`config.mk`:
```
export PLATFORM = sky130hd
export DESIGN_NAME = buf_rd_sched
export DESIGN_NICKNAME = d
export VERILOG_FILES = /design/src/hdl/buf_rd_pkg.sv /design/src/hdl/flow_ptr_fifo.sv /design/src/hdl/flow_rr_arbiter.sv /design/src/hdl/seg_read_seq.sv /design/src/hdl/buf_rd_sched.sv
export SDC_FILE = /design/constraint.sdc
export NUM_CORES = 1
export LEC_CHECK = 0
export ABC_CLOCK_PERIOD_IN_PS = 6500
export CORE_MARGIN = 2
export CORE_UTILIZATION = 25
export CTS_CLUSTER_DIAMETER = 30
export DETAILED_ROUTE_END_ITERATION = 7
export DONT_BUFFER_PORTS = 1
export HOLD_SLACK_MARGIN = 0.1
export SYNTH_ARGS = -nofsm -noshare
export SYNTH_HDL_FRONTEND = slang
export SYNTH_SLANG_ARGS = --single-unit
```
`constraint.sdc`:
```
create_clock -name clk -period 6.5 [get_ports clk]
set_input_delay 0.975 -clock clk [delete_from_list [all_inputs] [get_ports clk]]
set_output_delay 0.975 -clock clk [all_outputs]
set_load 0.01 [all_outputs]
```
`src/hdl/buf_rd_pkg.sv`:
```
`default_nettype none

package buf_rd_pkg;

	// word index width inside one segment, 2**SEG_W words per segment
	localparam int SEG_W = 2;
	// segment address width
	localparam int SEG_AW = 4;
	// flow id width, 2**FLOWS_W flows
	localparam int FLOWS_W = 2;
	localparam int NUM_FLOWS = 1 << FLOWS_W;
	// last flag + last word index + segment address
	localparam int PTR_W = SEG_AW + SEG_W + 1;

	typedef logic [SEG_AW-1:0] seg_addr_t;
	typedef logic [SEG_W-1:0] word_idx_t;
	typedef logic [FLOWS_W-1:0] flow_id_t;
	typedef logic [PTR_W-1:0] ptr_entry_t;
	// segment address on top, word index below
	typedef logic [SEG_AW+SEG_W-1:0] buf_addr_t;

	typedef enum logic [1:0] {
		seq_idle,
		seq_fetch,
		seq_stream,
		seq_wait
	} seq_state_t;

	// field accessors for a pointer entry
	function automatic logic ptr_last(ptr_entry_t e);
		return e[PTR_W-1];
	endfunction

	// only meaningful on the last segment of a packet
	function automatic word_idx_t ptr_idx(ptr_entry_t e);
		return e[SEG_AW+SEG_W-1:SEG_AW];
	endfunction

	function automatic seg_addr_t ptr_seg(ptr_entry_t e);
		return e[SEG_AW-1:0];
	endfunction

endpackage

`default_nettype wire

```
`src/hdl/flow_ptr_fifo.sv`:
```
`timescale 1ns/1ps
`default_nettype none

module flow_ptr_fifo
	import buf_rd_pkg::*;
#(
	parameter int FIFO_AW = 3
) (
	input  wire logic       clk,
	input  wire logic       rstn,
	input  wire logic       push,
	input  wire ptr_entry_t push_entry,
	input  wire logic       pop,
	output ptr_entry_t      head,
	output logic            empty
);

	localparam int DEPTH = 1 << FIFO_AW;

	// pointer storage
	ptr_entry_t mem [DEPTH];

	logic [FIFO_AW-1:0] wr_ptr;
	logic [FIFO_AW-1:0] rd_ptr;
	// one extra bit so a full queue is distinct from empty
	logic [FIFO_AW:0] count;

	assign empty = (count == '0);

	// control state
	always_ff @(posedge clk) begin
		if (!rstn) begin
			wr_ptr <= '0;
			rd_ptr <= '0;
			count <= '0;
		end else begin
			if (push)
				wr_ptr <= wr_ptr + 1'b1;
			if (pop)
				rd_ptr <= rd_ptr + 1'b1;
			// simultaneous push and pop keeps the count
			if (push && !pop)
				count <= count + 1'b1;
			else if (!push && pop)
				count <= count - 1'b1;
		end
	end

	// storage write and registered head
	always_ff @(posedge clk) begin
		if (push)
			mem[wr_ptr] <= push_entry;
		// head shows the popped entry one cycle later
		if (pop)
			head <= mem[rd_ptr];
	end

endmodule

`default_nettype wire

```
`src/hdl/flow_rr_arbiter.sv`:
```
`timescale 1ns/1ps
`default_nettype none

module flow_rr_arbiter
	import buf_rd_pkg::*;
(
	input  wire logic                 clk,
	input  wire logic                 rstn,
	input  wire logic [NUM_FLOWS-1:0] nonempty,
	input  wire logic                 grant_take,
	output flow_id_t                  grant_flow,
	output logic                      grant_valid
);

	// search start point, moves past each flow that is served
	flow_id_t rr_ptr;

	// scan state for the combinational search
	flow_id_t cand;
	logic found;

	// any queued pointer means a grant is available
	assign grant_valid = |nonempty;

	// first non-empty flow at or after rr_ptr, wrapping around
	always_comb begin
		grant_flow = rr_ptr;
		found = 1'b0;
		cand = rr_ptr;
		for (int i = 0; i < NUM_FLOWS; i++) begin
			// flow id arithmetic wraps on its own width
			cand = rr_ptr + flow_id_t'(i);
			if (!found && nonempty[cand]) begin
				grant_flow = cand;
				found = 1'b1;
			end
		end
	end

	// pointer update
	// only when the sequencer actually pops the granted flow
	always_ff @(posedge clk) begin
		if (!rstn) begin
			rr_ptr <= '0;
		end else if (grant_take) begin
			// next search starts just after the flow taken
			rr_ptr <= grant_flow + 1'b1;
		end
	end

endmodule

`default_nettype wire

```
`src/hdl/seg_read_seq.sv`:
```
`timescale 1ns/1ps
`default_nettype none

module seg_read_seq
	import buf_rd_pkg::*;
(
	input  wire logic                 clk,
	input  wire logic                 rstn,
	input  wire logic [NUM_FLOWS-1:0] nonempty,
	input  wire ptr_entry_t           heads [NUM_FLOWS],
	input  wire flow_id_t             grant_flow,
	input  wire logic                 grant_valid,
	output logic                      grant_take,
	output logic [NUM_FLOWS-1:0]      pop,
	output buf_addr_t                 b_raddr,
	output logic                      s_rvalid
);

	seq_state_t state;
	seq_state_t state_nxt;

	// flow being streamed, held for the whole packet
	flow_id_t cur_flow;
	// segment pointer being walked
	ptr_entry_t cur_entry;
	// word position inside the segment
	word_idx_t word_cnt;

	// final word of the final segment
	logic pkt_end;
	// final word of a segment with more to follow
	logic seg_wrap;
	// next segment of the current packet already queued
	logic flow_ready;

	assign pkt_end = ptr_last(cur_entry) && (word_cnt == ptr_idx(cur_entry));
	assign seg_wrap = !ptr_last(cur_entry) && (word_cnt == {SEG_W{1'b1}});
	assign flow_ready = nonempty[cur_flow];

	// read address straight from the walk registers
	assign b_raddr = {ptr_seg(cur_entry), word_cnt};

	// next state, pop strobes and grant acknowledge
	always_comb begin
		state_nxt = state;
		pop = '0;
		grant_take = 1'b0;
		case (state)
			seq_idle: begin
				// new flow only at a packet boundary
				if (grant_valid) begin
					grant_take = 1'b1;
					pop[grant_flow] = 1'b1;
					state_nxt = seq_fetch;
				end
			end
			seq_fetch: begin
				// head of the popped queue is visible now
				state_nxt = seq_stream;
			end
			seq_stream: begin
				if (pkt_end) begin
					state_nxt = seq_idle;
				end else if (seg_wrap) begin
					// stay on the same flow for the next segment
					if (flow_ready) begin
						pop[cur_flow] = 1'b1;
						state_nxt = seq_fetch;
					end else begin
						state_nxt = seq_wait;
					end
				end
			end
			seq_wait: begin
				// writer has not queued the next segment yet
				// no other flow may cut in here
				if (flow_ready) begin
					pop[cur_flow] = 1'b1;
					state_nxt = seq_fetch;
				end
			end
			default: begin
				state_nxt = seq_idle;
			end
		endcase
	end

	// control registers
	always_ff @(posedge clk) begin
		if (!rstn) begin
			state <= seq_idle;
			cur_flow <= '0;
			word_cnt <= '0;
			s_rvalid <= 1'b0;
		end else begin
			state <= state_nxt;
			if (grant_take)
				cur_flow <= grant_flow;
			// every segment walk starts at word 0
			if (state == seq_fetch)
				word_cnt <= '0;
			else if (state == seq_stream && !pkt_end && !seg_wrap)
				word_cnt <= word_cnt + 1'b1;
			// read data strobe, one cycle behind the address
			s_rvalid <= (state == seq_stream);
		end
	end

	// capture the new segment pointer
	always_ff @(posedge clk) begin
		if (state == seq_fetch)
			cur_entry <= heads[cur_flow];
	end

endmodule

`default_nettype wire

```
`src/hdl/buf_rd_sched.sv`:
```
`timescale 1ns/1ps
`default_nettype none

module buf_rd_sched
	import buf_rd_pkg::*;
#(
	// log2 of the per-flow queue depth
	parameter int FIFO_AW = 3
) (
	input  wire logic       clk,
	input  wire logic       rstn,
	input  wire ptr_entry_t used_pointer,
	input  wire logic       used_pointer_valid,
	input  wire flow_id_t   used_pointer_flow,
	output buf_addr_t       b_raddr,
	output logic            s_rvalid
);

	// per-queue push strobes decoded from the flow id
	logic [NUM_FLOWS-1:0] push_vec;
	// one-hot pops from the sequencer
	logic [NUM_FLOWS-1:0] pop_vec;
	logic [NUM_FLOWS-1:0] empty_vec;
	logic [NUM_FLOWS-1:0] nonempty;
	ptr_entry_t heads [NUM_FLOWS];

	// arbiter to sequencer
	flow_id_t grant_flow;
	logic grant_valid;
	logic grant_take;

	assign nonempty = ~empty_vec;

	// one pointer queue per flow
	for (genvar g = 0; g < NUM_FLOWS; g++) begin : gen_flow_q
		assign push_vec[g] = used_pointer_valid && (used_pointer_flow == flow_id_t'(g));

		flow_ptr_fifo #(
			.FIFO_AW(FIFO_AW)
		) u_fifo (
			.clk(clk),
			.rstn(rstn),
			.push(push_vec[g]),
			.push_entry(used_pointer),
			.pop(pop_vec[g]),
			.head(heads[g]),
			.empty(empty_vec[g])
		);
	end

	// picks the next flow for the sequencer
	flow_rr_arbiter u_arb (
		.clk(clk),
		.rstn(rstn),
		.nonempty(nonempty),
		.grant_take(grant_take),
		.grant_flow(grant_flow),
		.grant_valid(grant_valid)
	);

	// shared read address generator
	seg_read_seq u_seq (
		.clk(clk),
		.rstn(rstn),
		.nonempty(nonempty),
		.heads(heads),
		.grant_flow(grant_flow),
		.grant_valid(grant_valid),
		.grant_take(grant_take),
		.pop(pop_vec),
		.b_raddr(b_raddr),
		.s_rvalid(s_rvalid)
	);

endmodule

`default_nettype wire

```
==> impl_results.md <==
* Post-synthesis sequential area ratio at 68.19%
* Io pins at 19
* Final ANT Viol Nets at 0
* First-pass GRT wire length at 40.87 mm
* DP HPWL at 16.68 mm
* DR DRC count at 0
* Port bufs at 0
* Die Area at 53200 sq um
* Final hold slack at 0.4987 ns
* CP required at 6.99 ns
* Status: finished clean
* Syn. warnings at 0
* Total core area at about 51000 sq um
* Final period util at 59.80%
* Most frequent cells in the layout: edfxtp_1 (259), clkbuf_16 (71), nor2_1 (64)
* FP Rows at 83
* CTS tree: built
* RSZ-0062 raised after global routing: false
* Via count at between 6000 and 7000
* Total gr overflow at 0
* Final Power at 7.428 mW
* Main synth FF type: edfxtp_1
* Die Span Y at ~230 microns
* R2R setup slack at 2.61 ns
* Number of global-route vias before repair at 6954
* Tot GR Track Use at about a tenth
* Worst-path clk slew at ~0.040 ns
* Share of cells above drive strength 1 at 25.06%
* Critical path peak fanout at 16
* Clock Sinks at 308
* Placer congestion estimate at 0.8003
* Worst slew margin at around a fifth
* PostCTS Resize Cnt at 0
* Max Slew Vio Count at 0
* Final WS setup at 2.613 ns
* Largest net degree at the start of global routing at 33
* Critical Path AT at between 4 and 5 ns
* Max-cap violation count at 0
* Vias per Instance at 4.427
* CP endpoint kind: flip-flop
* Final worst path period need at 3.887 ns
* Worst vdd ir at 0.1985 mV
* Setup violators final at 0
* Worst Clk Skew at between 0.02 and 0.025 ns
* Root Buffer Master: clkbuf_16
* TritonCTS buffer count at 70
* Post-Route WL at 26.59 mm
* Setup tns final at 0 ns
* CTS max path bufs at 3
* Yosys reg bits at 308
* Hold Fails Final Rpt at 0
* Die width at roughly 230 microns
* Synthesized area at ~13000 sq um
* P_leak at approximately 5.2 nW
* P&R area growth vs syn at 24.34%
* Avg Inst Size Synth at 16.64 sq um
* CTS H-tree lvls at 3
* Net count after synthesis at 814
* FFs w/ async S/R, synth at 0%
* Final nets at about 850
* Post-synth EDFFs at 259
* DR WL/cell at 17.20 microns
* Most common cell after layout, fill and taps aside: edfxtp_1
* Starting DRC count in detailed routing at 486
* Peak Freq at 257.3 MHz
* Postcts setup bufs at 0
* CP Class: flip-flop to flip-flop
* # diodes at 0
* Measured slew at the worst slew-check pin at 1.198 ns
* First-pass DRT Iterations at 5
* Antenna violations before repair at 0
* Worst-Skew Late Latency at 0.57 ns
* Starting Density at 25.14%
* Cell variety after synth at 54
* Pwr dens at around 470 nW/um^2
* CTS Hold Buffers Added at 0
* Setup WS pre-CTS at 2.627 ns
* CP Launch Type: flip-flop
* Syn Inst Count at about 770
* Worst Hold Class: flip-flop to flip-flop
-- critical path: stages (launching register included) --
cell and delay (ns):
dfxtp_1 0.76, nor2_1 0.13, a222oi_1 0.55, and2_1 0.30, and3_1 0.32, a21oi_1 0.09
or2_1 0.23, ha_1 0.23, inv_1 0.12, ha_1 0.24, a21o_1 0.18, a21oi_1 0.16
xnor2_1 0.09, or3_1 0.30, a21oi_1 0.13
-- logic make-up after synthesis --
kind of cell	share of synthesized area, %
compound gates	3.858
simple gates	7.005
xor+xnor	1.364
mux	14.55
fa+ha+maj	3.156
buf+inv	1.870
flops	68.19
-- cell usage after synthesis, types with 3 or more instances --
library cell  count  area [sq um]
a21o_1            5         37.54
a21oi_1          29         145.1
a32oi_1           4         35.03
and2_1            5         31.28
and3_1            6         37.54
buf_1             9         33.78
buf_2             6         30.03
buf_4             5         37.54
clkbuf_1         19         71.32
dfxtp_1          49         980.9
edfxtp_1        259          7777
fa_1              4         80.08
ha_1             26         325.3
inv_1            14         52.55
mux2_2           28         315.3
mux2i_1          12         120.1
mux4_2           63          1419
nand2_1          36         135.1
nand2b_1         16         100.1
nand3_1          14         70.07
nor2_1           64         240.2
nor3_1           14         70.07
nor3b_1           4         30.03
nor4_1            4         25.02
o211ai_1          5         37.54
o21ai_0          11         55.05
o311ai_1          3         26.28
or3_1             8         50.05
xnor2_1          10         87.58
xor2_1           10         87.58
-- per-stage QoR --
| stage | utilization [%] | instance area (sq um) | std cells |
|---|---|---|---|
| finish | 31.26 | 15970 | 1546 |
| global route | 31.26 | 15970 | 1546 |
| CTS | 31.26 | 15970 | 1546 |
| detailed placement | 26.55 | 13560 | 1419 |
| global placement | 26.55 | 13560 | 1419 |
| floorplan | - | 12840 | 772 |
-- sequential cells by signal (all words and copies together) (netlist names) --
register                  cells
gen_flow_q.u_fifo.wr_ptr     12
u_seq.cur_entry               7
u_arb.rr_ptr                  2
u_seq.word_cnt                2
u_seq.state                   2
u_seq.s_rvalid                1
gen_flow_q.u_fifo.count      16
gen_flow_q.u_fifo.rd_ptr     12
gen_flow_q.u_fifo.head       28
gen_flow_q.u_fifo.mem       224
u_seq.cur_flow                2
-- power by group --
part / switching, mW / internal, mW
clock: 1.09 / 2.45
sequential: 0.197 / 2.39
combinational: 0.716 / 0.584
total: 2.00 / 5.42
-- worst paths after layout --
path / from / end / depth (start not counted)
hold / removal: gen_flow_q[0].u_fifo.count[3] / gen_flow_q[0].u_fifo.count[3] / 2
setup / recovery: u_seq.cur_flow[0] / gen_flow_q[3].u_fifo.count[3] / 14
hold reg to reg: gen_flow_q[0].u_fifo.count[3] / gen_flow_q[0].u_fifo.count[3] / 2
setup reg to reg: u_seq.cur_flow[0] / gen_flow_q[3].u_fifo.count[3] / 14
-- final cells by class --
class,count,area (sq um)
clock buffer,86,1843
clock inverter,41,564.3
fill,4952,35120
inverter,15,56.30
multi-input combinational,409,3845
sequential,308,8758
tap,680,850.8
timing repair buffer,7,52.55
-- metal layers --
layer / wire length [microns] / GRT usage (%) / up-vias
li1: - / - / 3109
met1: 11770 / 13.23 / 3471
met2: 12300 / 15.48 / 201
met3: 1743 / 3.249 / 63
met4: 768 / 4.234 / 0
met5: 0 / 0 / -
Power figures use the tool's default switching activity.
